`config.mk`:
```
export PLATFORM = sky130hd
export DESIGN_NAME = frameSerializer
export DESIGN_NICKNAME = d
export VERILOG_FILES = /design/src/logic/dqmFramePkg.sv /design/src/logic/dqmStreamPkg.sv /design/src/logic/frameSerializer.sv
export VERILOG_INCLUDE_DIRS = /design/src /design/src/logic
export SDC_FILE = /design/constraint.sdc
export NUM_CORES = 1
export LEC_CHECK = 0
export BUFFER_PORTS_ARGS = -buffer_cell sky130_fd_sc_hd__buf_2
export CAP_MARGIN = 20
export CORE_MARGIN = 3
export CORE_UTILIZATION = 40
export CTS_CLUSTER_DIAMETER = 50
export DETAILED_ROUTE_END_ITERATION = 7
export GPL_ROUTABILITY_DRIVEN = 0
export PLACE_DENSITY = 0.74
export SLEW_MARGIN = 15
export SYNTH_ARGS = -nofsm -noshare
export SYNTH_HDL_FRONTEND = slang
export SYNTH_SLANG_ARGS = --single-unit
```
`constraint.sdc`:
```
create_clock -name clk -period 2.4 [get_ports clk]
set_input_delay 0.36 -clock clk [delete_from_list [all_inputs] [get_ports clk]]
set_output_delay 0.36 -clock clk [all_outputs]
set_load 0.02 [all_outputs]
```
`src/logic/dqmFramer_cfg.svh`:
```
`ifndef DQM_FRAMER_CFG_SVH
`define DQM_FRAMER_CFG_SVH

// Frame sync pattern
`define DQM_SYNC_WORD   16'hEB90

// Header format version
`define DQM_VERSION     4'd1

// Bits per buffer, must hold payloadSize+1
`define DQM_FIFO_DEPTH  16384

`define DQM_HEADER_BITS 48

`endif
```
`src/logic/dqmFramePkg.sv`:
```
`default_nettype none

package dqmFramePkg;

    typedef struct packed {
        logic [13:0] payloadSize;
        logic [15:0] clksPerBit;
    } framerCtrl_t;

    // Sent msb first, sync word leads
    typedef struct packed {
        logic [15:0] sync;
        logic [11:0] reserved;
        logic [3:0]  version;
        logic [15:0] dqm;
    } frameHeader_t;

    typedef enum logic [1:0] {
        IDLE,
        WAIT,
        HEADER,
        PAYLOAD
    } serializerState_e;

endpackage

`default_nettype wire

```
`src/logic/dqmStreamPkg.sv`:
```
`default_nettype none

package dqmStreamPkg;

    // Incoming payload strobe and its data bit
    typedef struct packed {
        logic en;
        logic value;
    } payloadWrite_t;

    // Framed output, en is a one-cycle pulse per bit
    typedef struct packed {
        logic en;
        logic value;
    } serialBit_t;

    // Buffer state seen by the serializer
    // readSelect set means the frame to send sits in ping
    typedef struct packed {
        logic pingEmpty;
        logic pongEmpty;
        logic readSelect;
        logic flushing;
    } bufferStatus_t;

endpackage

`default_nettype wire

```
`src/logic/frameSerializer.sv`:
```
`timescale 1ns/1ps
`default_nettype none
`include "dqmFramer_cfg.svh"

module frameSerializer import dqmStreamPkg::*, dqmFramePkg::*; (
    input  wire logic          clk,
    input  wire logic          reset,
    input  wire framerCtrl_t   ctrl,
    input  wire payloadWrite_t payloadIn,
    input  wire logic          startOfFrame,
    input  wire bufferStatus_t status,
    input  wire logic          headerBit,
    input  wire logic          pingBit,
    input  wire logic          pongBit,
    output logic               headerLoad,
    output logic               headerShift,
    output logic               rdPing,
    output logic               rdPong,
    output serialBit_t         serialOut
);

    localparam logic [13:0] lastHeaderCount = 14'(`DQM_HEADER_BITS - 1);

    serializerState_e state;
    logic [15:0]      divCount;
    logic [13:0]      shiftCount;
    logic             tick;
    logic             frameStart;
    logic             sending;

    // One tick every clksPerBit+1 cycles
    assign tick = (divCount == '0);

    always_ff @(posedge clk) begin
        if (reset) begin
            divCount <= '0;
        end else if (tick) begin
            divCount <= ctrl.clksPerBit;
        end else begin
            divCount <= divCount - 1'b1;
        end
    end

    assign frameStart = payloadIn.en && startOfFrame && !status.flushing;

    always_ff @(posedge clk) begin
        if (reset) begin
            state <= IDLE;
            shiftCount <= '0;
        end else if (status.flushing) begin
            state <= IDLE;
        end else begin
            case (state)
                IDLE: begin
                    if (frameStart) begin
                        state <= WAIT;
                        shiftCount <= lastHeaderCount;
                    end
                end
                // First header bit leaves on the first tick
                WAIT: begin
                    if (tick) begin
                        state <= HEADER;
                        shiftCount <= shiftCount - 1'b1;
                    end
                end
                HEADER: begin
                    if (tick) begin
                        if (shiftCount == '0) begin
                            state <= PAYLOAD;
                            shiftCount <= ctrl.payloadSize;
                        end else begin
                            shiftCount <= shiftCount - 1'b1;
                        end
                    end
                end
                PAYLOAD: begin
                    if (tick) begin
                        if (shiftCount == '0) begin
                            state <= IDLE;
                        end else begin
                            shiftCount <= shiftCount - 1'b1;
                        end
                    end
                end
                default: begin
                    state <= IDLE;
                end
            endcase
        end
    end

    assign sending = (state != IDLE) && !status.flushing;
    assign headerLoad = (state == IDLE) && frameStart;
    assign headerShift = tick && sending && (state != PAYLOAD);

    always_comb begin
        rdPing = 1'b0;
        rdPong = 1'b0;
        if (status.flushing) begin
            // Drain both buffers
            rdPing = tick && !status.pingEmpty;
            rdPong = tick && !status.pongEmpty;
        end else if (state == PAYLOAD && tick) begin
            rdPing = status.readSelect;
            rdPong = !status.readSelect;
        end
    end

    assign serialOut.en = tick && sending;
    assign serialOut.value = (state == PAYLOAD) ?
        (status.readSelect ? pingBit : pongBit) : headerBit;

    assert property (@(posedge clk) disable iff (reset)
        (state == PAYLOAD && rdPing) |-> !status.pingEmpty)
        else $error("ping read empty during payload");
    assert property (@(posedge clk) disable iff (reset)
        (state == PAYLOAD && rdPong) |-> !status.pongEmpty)
        else $error("pong read empty during payload");

endmodule

`default_nettype wire

```
==> impl_metrics.ini <==
[status]
status = finished, final reports clean

[cts]
tritoncts = done
root_buffer = clkbuf_8
cts_buffers = 5
clockBufferDepth = 2
clock_latency_ps = 290
htree_levels = 2
ctsHoldBuffers = 0
clk_pin_slew_worst_paths_ps = 80
numClockSinks = 32

[sta]
max_slew_margin_pct = 70.2
hold_violations = 0
final.setup_skew_ps = 5.93
clock.fmax_mhz = 434
tns_ps = 0
setup_violations = 0
finalCritPeriodShare_pct = 95.9
layout_setup_ws_ps = 97.6
maxSlewViolCount = 0
layout_min_cycle_time_ps = 2300
worstMarginPinSlew_ps = 444

[die]
die_area_um2 = 6200
initial_core_util_pct = 43.1
io-pin-count = 48
fp-row-count = 25
die_w_um = 78.8
die_h_um = 78.8
core_um2 = 4910

[min_path]
worstHoldPathType = input pin to flip-flop
hold_start = ctrl[28]

[synthesis]
synth.largest_area_cell = dfxtp_1
synth_edf_count = 0
synth_common_cells = 38 x nor2_1, 32 x dfxtp_1, 23 x a21oi_1
syn_area_per_cell_um2 = 7.96
ys.flop_type = dfxtp_1
yosysMostFrequentCell = nor2_1
ys_ff_latch = 32
synthesis.nets = 316
synth.area.top_cells = dfxtp_1 30%, nor2_1 6.7%, a211oi_1 5.7%
synth_top_area_share_pct = 30.3
netlist_instances = 266
synth_area_um2 = 2120
synth.distinct_cells = 59
async_flop_share_pct = 0
ys_warn_count = 0
yosysSeqAreaShare_pct = 30.3

[final_layout]
drive_above_1_share_pct = 31.2
nets = 373
synthToLayoutAreaGrowth_pct = 25.9
n_antenna_cell = 0
stdcell_count = 391
nFillCells = 486
final_util_pct = 54.3

[detailed_routing]
drt_first_pass_iters = 4
vias = 2108
antenna_left = 0
drc = 0
drt_iter0_drc = 168
post_drt_wl_per_cell_um = 13.9
vias_per_cell = 5.39
wirelength_mm = 5.42

[power]
intPower_w = 0.00147
p_leak_nw = 1.11
power_switching_share_pct = 37.8
p_clk_share_pct = 22.3
seq_power_share_pct = 33.3
switchingPower_w = 0.000890
power_density_nw_per_um2 = 884
ir_drop_mv = 0.682
comb_power_share_pct = 44.5

[global_routing]
overflow = 0
use_met1_pct = 23.2
top_usage_layer = met2
track_usage_pct = 17.7
grt_max_degree = 32
met3_usage_pct = 3.97
grt_pass1_vias = 1989
use_met2_pct = 28.5
grt_pass1_wl_mm = 8.85
antenna_found_initial = 0

[critical_path]
worstPathMaxFanout = 3
r2r-start = shiftCount[1]
startpoint = shiftCount[1]
crit_type = flip-flop to flip-flop
cpMaxStageDelayCell = or4b_4
endpoint_kind = flip-flop
cp_data_required_time_ps = 2560
critPathLaunchType = flip-flop
worstPathCellList = inv_1, ha_1, or4b_4, or4_4, a21oi_2, nor2_1, a2111oi_2, a211oi_1
max_stage_delay_ps = 470
critPathArrivalTime_ps = 2470

[placed_design]
placed_cells = 380
io_buffers = 46
pre_cts_ws_ps = 13.4
hpwl_mm = 3.95

[flow_run]
drv_cap = 0
-- final timing paths --
kind | cells after the start | slack (ps) | end
min | 3 | 250 | shiftCount[12]
max | 8 | 100 | shiftCount[0]
max reg2reg | 8 | 100 | shiftCount[0]
min reg2reg | 2 | 490 | shiftCount[11]
-- metrics by stage --
stage               power [W]  hold WS, ps  instance area [um^2]
global placement      0.00173          469                  2480
floorplan             0.00150          448                  2120
CTS                   0.00231          252                  2600
detailed placement    0.00175          479                  2480
finish                0.00236          255                  2670
global route          0.00255          254                  2670
-- critical path: cells and delay by family (launching register included) --
| kind | cells | cell delay, ps |
|---|---|---|
| compound gates | 3 | 570 |
| fa+ha+maj | 1 | 170 |
| buf+inv | 1 | 100 |
| flops | 1 | 330 |
| simple gates | 3 | 1010 |
-- timing repair --
action,CTS,global route
pin swaps,1,4
setup buffers,0,3
endpoints found under the setup margin,5,18
resized for setup,3,11
-- final cells by class --
| type | instances | area, um^2 | share of cell area, % |
|---|---|---|---|
| Timing Repair Buffer | 63 | 358 | 13.4 |
| Clock buffer | 5 | 68.8 | 2.58 |
| Clock inverter | 3 | 42.5 | 1.60 |
| Sequential cell | 32 | 641 | 24.0 |
| Tap cell | 67 | 83.8 | 3.14 |
| Inverter | 12 | 45.0 | 1.69 |
| Multi-Input combinational cell | 209 | 1430 | 53.5 |
-- power groups by stage --
stage	sequential [W]	clock [W]	combinational (W)
5_1_grt	0.000810	0.000557	0.00118
3_3_place_gp	0.000779	0	0.000948
2_1_floorplan	0.000758	0	0.000745
6_report	0.000784	0.000525	0.00105
4_1_cts	0.000778	0.000535	0.000994
3_5_place_dp	0.000784	0	0.000965
-- registers in the layout (all words and copies together) (netlist names) --
register	flops
state	2
divCount	16
shiftCount	14
-- cell families after synthesis --
family,Yosys count,share of synthesized area [%]
AND/OR/NAND/NOR,112,29.4
AO/OA/AOI/OAI,73,23.7
flip-flops,32,30.3
buffers and inverters,25,4.96
XOR/XNOR,12,4.96
adder cells (fa/ha/maj),8,4.73
multiplexers,4,2.01
-- placed cells by master, fill, tap and decap left out, types with 2 or more instances in the layout --
cell type | netlist | final
mux2_2 | 2 | 2
nand3b_1 | 3 | 3
nand2_1 | 18 | 17
or4_1 | 3 | 3
xnor2_1 | 8 | 8
o31ai_1 | 4 | 4
ha_1 | 8 | 7
nor3_1 | 11 | 11
inv_1 | 12 | 11
a21oi_1 | 23 | 22
nand3_1 | 3 | 2
dfxtp_1 | 32 | 32
clkbuf_8 | 0 | 5
buf_4 | 1 | 17
o21ai_0 | 7 | 7
o22ai_1 | 3 | 3
or2_2 | 4 | 4
o31a_1 | 2 | 2
mux2i_1 | 2 | 2
or3_1 | 5 | 5
o21ai_1 | 2 | 2
a211oi_1 | 16 | 16
buf_2 | 0 | 46
a21o_1 | 2 | 2
or4b_4 | 1 | 2
xor2_1 | 4 | 4
nor4_1 | 8 | 7
nor2_1 | 38 | 38
or3b_2 | 2 | 2
-- routing by layer --
metal  vias to the layer above  share of wire (%)
met5                         -                  0
met4                         0                1.3
met3                         9                4.9
met2                        45                 48
met1                       969                 46
li1                       1085                  -
No activity file was read; power rests on OpenSTA's default activity.
