### config.mk
export PLATFORM = sky130hd
export DESIGN_NAME = headerShifter
export DESIGN_NICKNAME = d
export VERILOG_FILES = /design/src/logic/dqmFramePkg.sv /design/src/logic/headerShifter.sv
export VERILOG_INCLUDE_DIRS = /design/src /design/src/logic
export SDC_FILE = /design/constraint.sdc
export NUM_CORES = 1
export LEC_CHECK = 0
export ABC_AREA = 1
export CAP_MARGIN = 20
export CELL_PAD_IN_SITES_DETAIL_PLACEMENT = 0
export CELL_PAD_IN_SITES_GLOBAL_PLACEMENT = 2
export CORE_MARGIN = 2
export CORE_UTILIZATION = 38
export CTS_CLUSTER_SIZE = 24
export DETAILED_ROUTE_END_ITERATION = 10
export DONT_BUFFER_PORTS = 1
export PLACE_DENSITY_LB_ADDON = 0.2
export SYNTH_ARGS = -nofsm -noshare
export SYNTH_HDL_FRONTEND = slang
export SYNTH_SLANG_ARGS = --single-unit
### constraint.sdc
create_clock -name clk -period 3.5 [get_ports clk]
set_clock_uncertainty 0.2 [all_clocks]
set_input_delay 0.175 -clock clk [delete_from_list [all_inputs] [get_ports clk]]
set_output_delay 0.175 -clock clk [all_outputs]
set_load 0.03 [all_outputs]
### src/logic/dqmFramer_cfg.svh
`ifndef DQM_FRAMER_CFG_SVH
`define DQM_FRAMER_CFG_SVH

// Frame sync pattern
`define DQM_SYNC_WORD   16'hEB90

// Header format version
`define DQM_VERSION     4'd1

// Bits per buffer, must hold payloadSize+1
`define DQM_FIFO_DEPTH  16384

`define DQM_HEADER_BITS 48

`endif
### src/logic/dqmFramePkg.sv
`default_nettype none

package dqmFramePkg;

    typedef struct packed {
        logic [13:0] payloadSize;
        logic [15:0] clksPerBit;
    } framerCtrl_t;

    // Sent msb first, sync word leads
    typedef struct packed {
        logic [15:0] sync;
        logic [11:0] reserved;
        logic [3:0]  version;
        logic [15:0] dqm;
    } frameHeader_t;

    typedef enum logic [1:0] {
        IDLE,
        WAIT,
        HEADER,
        PAYLOAD
    } serializerState_e;

endpackage

`default_nettype wire

### src/logic/headerShifter.sv
`timescale 1ns/1ps
`default_nettype none
`include "dqmFramer_cfg.svh"

module headerShifter import dqmFramePkg::*; (
    input  wire logic        clk,
    input  wire logic        reset,
    input  wire logic        load,
    input  wire logic        shift,
    input  wire logic [15:0] dqm,
    output logic             headerBit
);

    frameHeader_t header;
    frameHeader_t nextHeader;

    // dqm is captured at frame start
    always_comb begin
        nextHeader.sync = `DQM_SYNC_WORD;
        nextHeader.reserved = '0;
        nextHeader.version = `DQM_VERSION;
        nextHeader.dqm = dqm;
    end

    always_ff @(posedge clk) begin
        if (load) begin
            header <= nextHeader;
        end else if (shift) begin
            header <= {header[`DQM_HEADER_BITS-2:0], 1'b0};
        end
    end

    assign headerBit = header[`DQM_HEADER_BITS-1];

    assert property (@(posedge clk) disable iff (reset) !(load && shift))
        else $error("header load and shift in the same cycle");

endmodule

`default_nettype wire

==> results of run 1 <==
[cells by family after synthesis]
kind of cell	count (synthesis)	share of synthesized area, %
buf+inv	39	10.29
flops	48	57.29
simple gates	166	32.42
[area by class of cell]
class                   count  area [sq um]
well taps                  70         87.58
clock buffers               7         97.59
repair buffers             19         197.7
inverters                  26         97.59
flip-flops and latches     48          1121
fillers                   531          2801
clock inverters             1         5.005
multi-input cells         166         634.4
[final timing paths]
| check | end | depth (start not counted) |
|---|---|---|
| setup / recovery | header[0] | 4 |
| hold / removal | header[36] | 3 |
| setup reg to reg | header[13] | 2 |
| hold reg to reg | header[16] | 2 |
[metrics by stage]
stage | cell area, sq um | cells | power (mW)
2_1_floorplan | 1957 | 253 | 0.7359
3_3_place_gp | 1948 | 311 | 0.7338
3_5_place_dp | 1948 | 311 | 0.7352
4_1_cts | 2241 | 337 | 1.134
5_1_grt | 2241 | 337 | 1.176
6_report | 2241 | 337 | 1.110
[sequential cells by signal (all words and copies together) (netlist names)]
name and cells:
header 47, headerBit 1
[layer usage]
metal  vias to the layer above  routed length [um]  track usage, %
met2                        18                1347           17.62
met3                         7                 101           4.101
met4                         0                  64           5.848
li1                        776                   -               -
met5                         -                   0               0
met1                       599                1560           16.45
[placed cells by master, fill, tap and decap left out]
cell type      count
dfxtp_1           32
buf_12             1
edfxtp_1          16
nand2_1          111
dlygate4sd3_1     17
buf_4              1
clkbuf_16          1
clkinv_2           1
inv_1             24
nand3_1            9
nor2_1            46
inv_2              2
clkbuf_8           5
clkbuf_1           1
[report_power, final]
group / leakage (nW) / internal, mW / switching [mW] / total [mW]
Clock: 0.0534 / 0.183 / 0.179 / 0.363
Combinational: 0.594 / 0.0454 / 0.0594 / 0.105
Sequential: 0.433 / 0.624 / 0.0184 / 0.642
[worst reg2reg max path: stages (launching register included)]
cell	delay, ps
edfxtp_1	390
nand2_1	90
nand2_1	50
[timing repair]
action / CTS / global route
setup endpoints to repair: 0 / 0
hold endpoints to repair: 48 / 0
hold buffers: 18 / 0
==> results.sh, run 1 <==
export IMPL_post_synth_num_cell_types=10
export IMPL_endpoint_kind="flip-flop"
export IMPL_p_per_area_mw_per_mm2=495.1
export IMPL_r2r_slack_ps=2540
export IMPL_cts_setup_buffers=0
export IMPL_startpoint_type="input port"
export IMPL_fmax_ghz=0.5682
export IMPL_grt_pass1_vias=1190
export IMPL_rsz0062_at_grt="false"
export IMPL_synth_edf_count=16
export IMPL_grt_pass1_wl_mm=5.250
export IMPL_dieWidth_um=75.76
export IMPL_start_util_pct=38.81
export IMPL_num_io_pins=21
export IMPL_synthArstFlopShare_pct=0
export IMPL_p_leak_nw=1.080
export IMPL_cts_root_buf="clkbuf_8"
export IMPL_syn_inst=253
export IMPL_drive_gt1_share_pct=4.120
export IMPL_gp_congestion=0.6271
export IMPL_cp_data_required_time_ps=3480
export IMPL_vias=1400
export IMPL_drv_slew=0
export IMPL_cp_max_fo=16
export IMPL_ant_nets=0
export IMPL_yosysWarnings=0
export IMPL_max_cap_violations=0
export IMPL_setup_viol=0
export IMPL_worstHoldStart="shift"
export IMPL_wl_mm=3.074
export IMPL_startpoint="load"
export IMPL_num_rows=26
export IMPL_die_h_um=75.76
export IMPL_track_usage_pct=12.23
export IMPL_yosysTopAreaCellShare_pct=32.74
export IMPL_cts_tree="done"
export IMPL_synth_ff_type="dfxtp_1"
export IMPL_clk_insertion_delay_late_ps=290
export IMPL_cp_slowest_cell="dlygate4sd3_1"
export IMPL_final_nets=286
export IMPL_antenna_cells=0
export IMPL_h_tree_depth=2
export IMPL_synthesis_area_sq_mm=0.001957
export IMPL_setup_ws_ps=1740
export IMPL_critPathTopFamily="buffers and inverters"
export IMPL_ir_drop_mv=0.2074
export IMPL_avgSynthCellArea_sq_um=7.735
export IMPL_synth_top_cell_by_area="dfxtp_1"
export IMPL_holdWs_ps=34.60
export IMPL_critical_path_cell_chain="dlygate4sd3_1 > nand2_1 > dlygate4sd3_1 > inv_1"
export IMPL_post_route_util_pct=44.44
export IMPL_die_area_sq_mm=0.005740
export IMPL_worstMarginPinSlew_ps=642.5
export IMPL_core_sq_mm=0.005042
export IMPL_antenna_found_initial=0
export IMPL_status="finished, final reports clean"
export IMPL_cts_max_path_buffers=2
export IMPL_numPortBuffers=0
export IMPL_path_clk_slew_ps=90
export IMPL_grt_max_degree=57
export IMPL_yosysSeqAreaShare_pct=57.29
export IMPL_cts_buffers_inserted=5
export IMPL_cts_sinks=48
export IMPL_synthTopCellsByCount="111 x nand2_1, 46 x nor2_1, 32 x dfxtp_1, 24 x inv_1, 16 x edfxtp_1"
export IMPL_path_class="input port to flip-flop"
export IMPL_crit_buf_inv=3
export IMPL_crit_arrival_ps=1740
export IMPL_firstDrtPassIters=6
export IMPL_grt_overflow=0
export IMPL_drc=0
export IMPL_syn_nets=273
export IMPL_final_setup_tns_ps=0
export IMPL_hold_violations=0
export IMPL_period_needed_ps=1760
export IMPL_worst_hold_path_type="input port to flip-flop"
export IMPL_pre_cts_slack_ps=2111
export IMPL_yosysMostFrequentCell="nand2_1"
export IMPL_synth_seq_cells=48
export IMPL_slew_headroom_pct=57.07
export IMPL_fin_crit_sh_pct=50.28
export IMPL_dp_hpwl_mm=1.742
export IMPL_drtIter0Drc=47
export IMPL_r2r_start="header[12]"
export IMPL_slowest_delay_ps=850
export IMPL_crit_path_frequent_cell="dlygate4sd3_1"
export IMPL_via_per_inst=4.154
export IMPL_post_drt_wl_per_cell_um=9.122
export IMPL_ctsResizeCount=0
export IMPL_syn_to_final_growth_pct=14.51
export IMPL_yosys_top_cells_area="dfxtp_1 33%, edfxtp_1 25%, nand2_1 21%, nor2_1 8.8%, inv_1 4.6%"
Note: power is estimated with default switching activity, not from simulation.
==> inputs of run 2 (changes only) <==
ABC_AREA = 0   (was 1)
clock period = 1.6 ns   (was 3.5 ns; I/O delays follow)
==> run 2 against run 1 <==
Net effect:
- global-route usage up 0.15 points
- final cell count is 35% lower
- first-iteration DRC count rose by 100%
- highest routed layer unchanged
- cell area is the same
- die area fell by 5.3%
- critical path type unchanged
- clock power grew 98%
==> results.sh, run 2 <==
export IMPL_synthArstFlopShare_pct=0
export IMPL_cts_tree="done"
export IMPL_yosysSeqAreaShare_pct=60.70
export IMPL_ant_nets=0
export IMPL_grt_pass1_wl_mm=5.023
export IMPL_drc=0
export IMPL_multi_input_area_sq_um=639.4
export IMPL_cp_data_required_time_ps=1600
export IMPL_fill_cells=432
export IMPL_synthesis_area_sq_mm=0.001847
export IMPL_grt_max_degree=49
export IMPL_final_nets=185
export IMPL_worst_hold_path_type="input port to flip-flop"
export IMPL_syn_to_final_growth_pct=21.34
export IMPL_crit_arrival_ps=1560
export IMPL_post_synth_num_cell_types=14
export IMPL_die_h_um=73.72
export IMPL_avgSynthCellArea_sq_um=13.38
export IMPL_holdWs_ps=30.96
export IMPL_ff2ff_path_depth=3
export IMPL_path_clk_slew_ps=100
export IMPL_cts_max_path_buffers=2
export IMPL_synth_edf_count=16
export IMPL_num_io_pins=21
export IMPL_path_class="input port to flip-flop"
export IMPL_place_area_sq_mm=0.001828
export IMPL_cts_buffers_inserted=5
export IMPL_status="finished, final reports clean"
export IMPL_track_usage_pct=12.38
export IMPL_rsz0062_at_grt="false"
export IMPL_syn_inst=138
export IMPL_final_area_sq_mm=0.002241
export IMPL_r2r_slack_ps=230
export IMPL_vias=1082
export IMPL_synthTopCellsByCount="32 x dfxtp_1, 23 x mux2i_1, 23 x nor2_1, 16 x edfxtp_1, 15 x mux2_2"
export IMPL_drv_slew=0
export IMPL_worstMarginPinSlew_ps=657.1
export IMPL_seq_area_sq_mm=0.001121
export IMPL_synth_top_cell_by_area="dfxtp_1"
export IMPL_setup_viol=0
export IMPL_startpoint_type="input port"
export IMPL_largest_register="header"
export IMPL_slew_headroom_pct=56.19
export IMPL_firstDrtPassIters=5
export IMPL_yosysMostFrequentCell="dfxtp_1"
export IMPL_dp_hpwl_mm=1.415
export IMPL_synth_ff_type="dfxtp_1"
export IMPL_clk_insertion_delay_late_ps=300
export IMPL_yosysWarnings=0
export IMPL_antenna_cells=0
export IMPL_grt_pass1_vias=1067
export IMPL_die_area_sq_mm=0.005434
export IMPL_largest_reg_flops=47
export IMPL_p_leak_nw=0.8916
export IMPL_dieWidth_um=73.72
export IMPL_post_drt_wl_per_cell_um=13.21
export IMPL_cts_sinks=48
export IMPL_cp_max_fo=48
export IMPL_start_util_pct=39.36
export IMPL_num_rows=25
export IMPL_ir_drop_mv=0.4651
export IMPL_cts_root_buf="clkbuf_8"
export IMPL_drtIter0Drc=94
export IMPL_hold_violations=0
export IMPL_via_per_inst=4.918
export IMPL_fin_crit_sh_pct=97.65
export IMPL_min_delay_path_depth=3
export IMPL_gp_congestion=0.6096
export IMPL_h_tree_depth=2
export IMPL_core_sq_mm=0.004692
export IMPL_yosysTopAreaCellShare_pct=34.69
export IMPL_yosys_top_cells_area="dfxtp_1 35%, edfxtp_1 26%, mux2i_1 12%, mux2_2 9.1%, nor2_1 4.7%"
export IMPL_period_needed_ps=1562
export IMPL_final_setup_tns_ps=0
export IMPL_final_common_cell="dfxtp_1"
export IMPL_wl_mm=2.906
export IMPL_endpoint_kind="flip-flop"
export IMPL_fmax_ghz=0.6400
export IMPL_power_mw=2.290
export IMPL_final_cell_mix="32 x dfxtp_1, 26 x dlygate4sd3_1, 23 x mux2i_1, 23 x nor2_1, 16 x edfxtp_1"
export IMPL_synth_seq_cells=48
export IMPL_numPortBuffers=0
export IMPL_antenna_found_initial=0
export IMPL_syn_nets=158
export IMPL_max_cap_violations=0
export IMPL_drive_gt1_share_pct=15.66
export IMPL_grt_overflow=0
export IMPL_p_per_area_mw_per_mm2=1022
run 2: cell count changes after synthesis, moves of 3 or more:
cell | previous run | this run
nand2_1 | 111 | 0
inv_1 | 24 | 0
mux2i_1 | 0 | 23
nor2_1 | 46 | 23
mux2_2 | 0 | 15
a211o_1 | 0 | 9
nand3_1 | 9 | 0
and2b_1 | 0 | 5
nor2b_1 | 0 | 4
buf_4 | 3 | 0
buf_6 | 5 | 2
run 2: layout make-up:
| cell class | count | area share (%) |
|---|---|---|
| clock buffers | 5 | 3.071 |
| clock inverters | 3 | 1.061 |
| multi-input cells | 81 | 28.53 |
| flip-flops and latches | 48 | 50.03 |
| well taps | 54 | 3.015 |
| repair buffers | 29 | 14.29 |
run 2: cell families (layout without fill, tap and decap cells):
family	count (synthesis)	count (layout)	synth area share (%)
DFF	48	48	60.70
muxes	38	38	21.61
and+or+nand+nor	34	34	8.740
AOI/OAI and AO/OA	9	9	4.269
buffers and inverters	9	37	4.675
run 2: metrics by stage:
step	std cells	setup slack (ps)	utilization, %
after global placement	183	412.7	38.96
after floorplan	138	247.6	-
after detailed placement	183	402.8	38.96
after global routing	220	7.938	47.76
final	220	37.53	47.76
after CTS	220	72.24	47.76
run 2: repair_timing:
action / CTS / global route
setup buffers: 0 / 0
hold buffers: 29 / 0
endpoints found under the hold margin: 48 / 0
resized for setup: 0 / 0
run 2: worst max-delay path: stages:
cell and delay (ps):
dlygate4sd3_1 580, buf_12 250, nor2_1 70, dlygate4sd3_1 560
run 2: layer usage:
metal | GRT usage (%) | up-vias | wire, um
met5 | 0 | - | 0
met4 | 4.848 | 0 | 53
met3 | 4.527 | 6 | 86
met2 | 18.85 | 15 | 1340
met1 | 15.98 | 524 | 1425
li1 | - | 537 | -
run 2: power breakdown:
group / switching, mW / internal [mW]
clock: 0.407 / 0.310
sequential: 0.0274 / 1.34
combinational: 0.0803 / 0.126
run 2: worst paths after layout:
check                                start    endpoint
worst max-delay path                  load  header[17]
worst min register to register  header[40]  header[41]
worst min-delay path                 shift  header[16]
worst max register to register  header[16]  header[17]
==> inputs of run 3 (changes only) <==
GPL_TIMING_DRIVEN = 0   (was default)
PLACE_DENSITY = 0.72   (was default)
PLACE_DENSITY_LB_ADDON = default   (was 0.2)
==> run 3 against run 2 <==
Net effect:
- register-to-register slack got worse by 180 ps
- hold slack got worse by 19 ps
- critical path depth fell by 1
- clock power rose by 17%
- sequential share of layout area fell by 0.91 points
- routed wire length rose by 1.5%
- global-route usage barely moved
- cell area rose by 1.8%
- die area did not move
- final cell count rose by 2.7%
- largest power group unchanged
==> results.sh, run 3 (same netlist as run 2, synthesis figures left out) <==
export IMPL_final_common_cell="dfxtp_1"
export IMPL_fin_crit_sh_pct=97.01
export IMPL_post_drt_wl_per_cell_um=13.06
export IMPL_grt_pass1_vias=1076
export IMPL_drc=0
export IMPL_path_class="flip-flop to flip-flop"
export IMPL_pre_cts_slack_ps=-78.01
export IMPL_drive_gt1_share_pct=17.44
export IMPL_dieWidth_um=73.72
export IMPL_endpoint_kind="flip-flop"
export IMPL_drv_slew=0
export IMPL_start_util_pct=39.36
export IMPL_r2r_start="header[16]"
export IMPL_num_rows=25
export IMPL_largest_register="header"
export IMPL_final_nets=191
export IMPL_numPortBuffers=0
export IMPL_cts_buffers_inserted=5
export IMPL_slowest_delay_ps=560
export IMPL_status="finished, final reports clean"
export IMPL_die_h_um=73.72
export IMPL_startpoint_type="flip-flop"
export IMPL_max_cap_violations=0
export IMPL_fmax_ghz=0.6443
export IMPL_cp_slowest_cell="dlygate4sd3_1"
export IMPL_p_per_area_mw_per_mm2=1062
export IMPL_syn_to_final_growth_pct=23.58
export IMPL_startpoint="header[16]"
export IMPL_die_area_sq_mm=0.005434
export IMPL_fill_cells=427
export IMPL_ant_nets=0
export IMPL_h_tree_depth=2
export IMPL_slew_headroom_pct=55.12
export IMPL_ir_drop_mv=0.5860
export IMPL_cp_max_fo=2
export IMPL_core_sq_mm=0.004692
export IMPL_clk_insertion_delay_late_ps=290
export IMPL_crit_arrival_ps=1550
export IMPL_via_per_inst=4.761
export IMPL_antenna_cells=0
export IMPL_hold_violations=0
export IMPL_cts_root_buf="clkbuf_8"
export IMPL_wl_mm=2.951
export IMPL_period_needed_ps=1552
export IMPL_seq_area_sq_mm=0.001121
export IMPL_placed_cells=192
export IMPL_worst_hold_path_type="input port to flip-flop"
export IMPL_cp_data_required_time_ps=1590
export IMPL_drtIter0Drc=24
export IMPL_final_cells=226
export IMPL_largest_reg_flops=47
export IMPL_setup_viol=0
export IMPL_cp_endpoint="header[16]"
export IMPL_dp_hpwl_mm=1.851
export IMPL_cts_tree="done"
export IMPL_grt_max_degree=17
export IMPL_p_leak_nw=0.9384
export IMPL_grt_pass1_wl_mm=5.016
export IMPL_path_clk_slew_ps=80
export IMPL_rsz0062_at_grt="false"
export IMPL_ff2ff_path_depth=3
export IMPL_critical_path_cell_chain="and2b_1 > dlygate4sd3_1 > a211o_1"
export IMPL_gp_congestion=0.6584
export IMPL_worstMarginPinSlew_ps=673.2
export IMPL_cts_sinks=48
export IMPL_num_io_pins=21
export IMPL_grt_overflow=0
export IMPL_cts_max_path_buffers=2
export IMPL_r2r_end="header[16]"
export IMPL_final_cell_mix="32 x dfxtp_1, 26 x dlygate4sd3_1, 23 x mux2i_1, 23 x nor2_1, 16 x edfxtp_1"
export IMPL_track_usage_pct=12.34
export IMPL_firstDrtPassIters=4
export IMPL_setup_ws_ps=47.88
export IMPL_r2r_slack_ps=50
export IMPL_multi_input_area_sq_um=639.4
export IMPL_antenna_found_initial=0
export IMPL_vias=1076
run 3: cell count changes in the layout (fill, tap and decap cells not counted), sizes merged:
cell	delta
buf	+5
clkinvlp	-2
bufinv	+1
clkbuf	+2
run 3: area by class of cell:
type                    count  area share [%]
repair buffers             26           11.40
plain buffers               9           3.783
clock buffers               6           3.180
clock inverters             2           1.535
well taps                  54           2.961
multi-input cells          81           28.02
flip-flops and latches     48           49.12
run 3: per-stage QoR:
step / util (%) / area, sq um / total power [mW] / hold slack, ps / TNS [ps]
after floorplan: - / 1847 / 1.530 / 83.76 / 0
after global placement: 40.80 / 1914 / 1.553 / 97.93 / -262.1
after detailed placement: 40.80 / 1914 / 1.563 / 93.46 / -1235
after CTS: 48.64 / 2282 / 2.468 / 5.186 / 0
after global routing: 48.64 / 2282 / 2.522 / 24.72 / 0
final: 48.64 / 2282 / 2.424 / 11.95 / 0
run 3: repair_timing:
| item | 4_1_cts | 5_1_grt |
|---|---|---|
| setup buffers | 0 | 0 |
| hold endpoints to repair | 28 | 0 |
| gates resized for setup | 0 | 0 |
| hold buffers | 26 | 0 |
run 3: metal layers:
metal	part of all wire [%]	global-route usage [%]	vias to the layer above
met4	1.7	4.848	0
met3	3.7	4.664	7
met5	0	0	-
met2	46	18.85	12
met1	48	15.76	507
li1	-	-	550
run 3: power by group:
group          switching, mW  internal (mW)  leakage (nW)
Sequential            0.0282           1.34         0.426
Combinational         0.0843          0.137         0.458
Clock                  0.372          0.464        0.0552
run 3: critical path: cells and delay by family, from the launching register on:
family / cells / cell delay (ps)
compound gates: 1 / 220
flops: 1 / 320
buf+inv: 1 / 560
simple gates: 1 / 150
run 3: worst min path at each step:
stage	start	slack [ps]	to	cells after the start
after global placement	dqm[0]	100	header[0]	1
final	shift	10	header[23]	4
after CTS	shift	5	header[21]	4
after floorplan	dqm[0]	80	header[0]	1
after global routing	shift	20	header[18]	4
after detailed placement	dqm[0]	90	header[0]	1
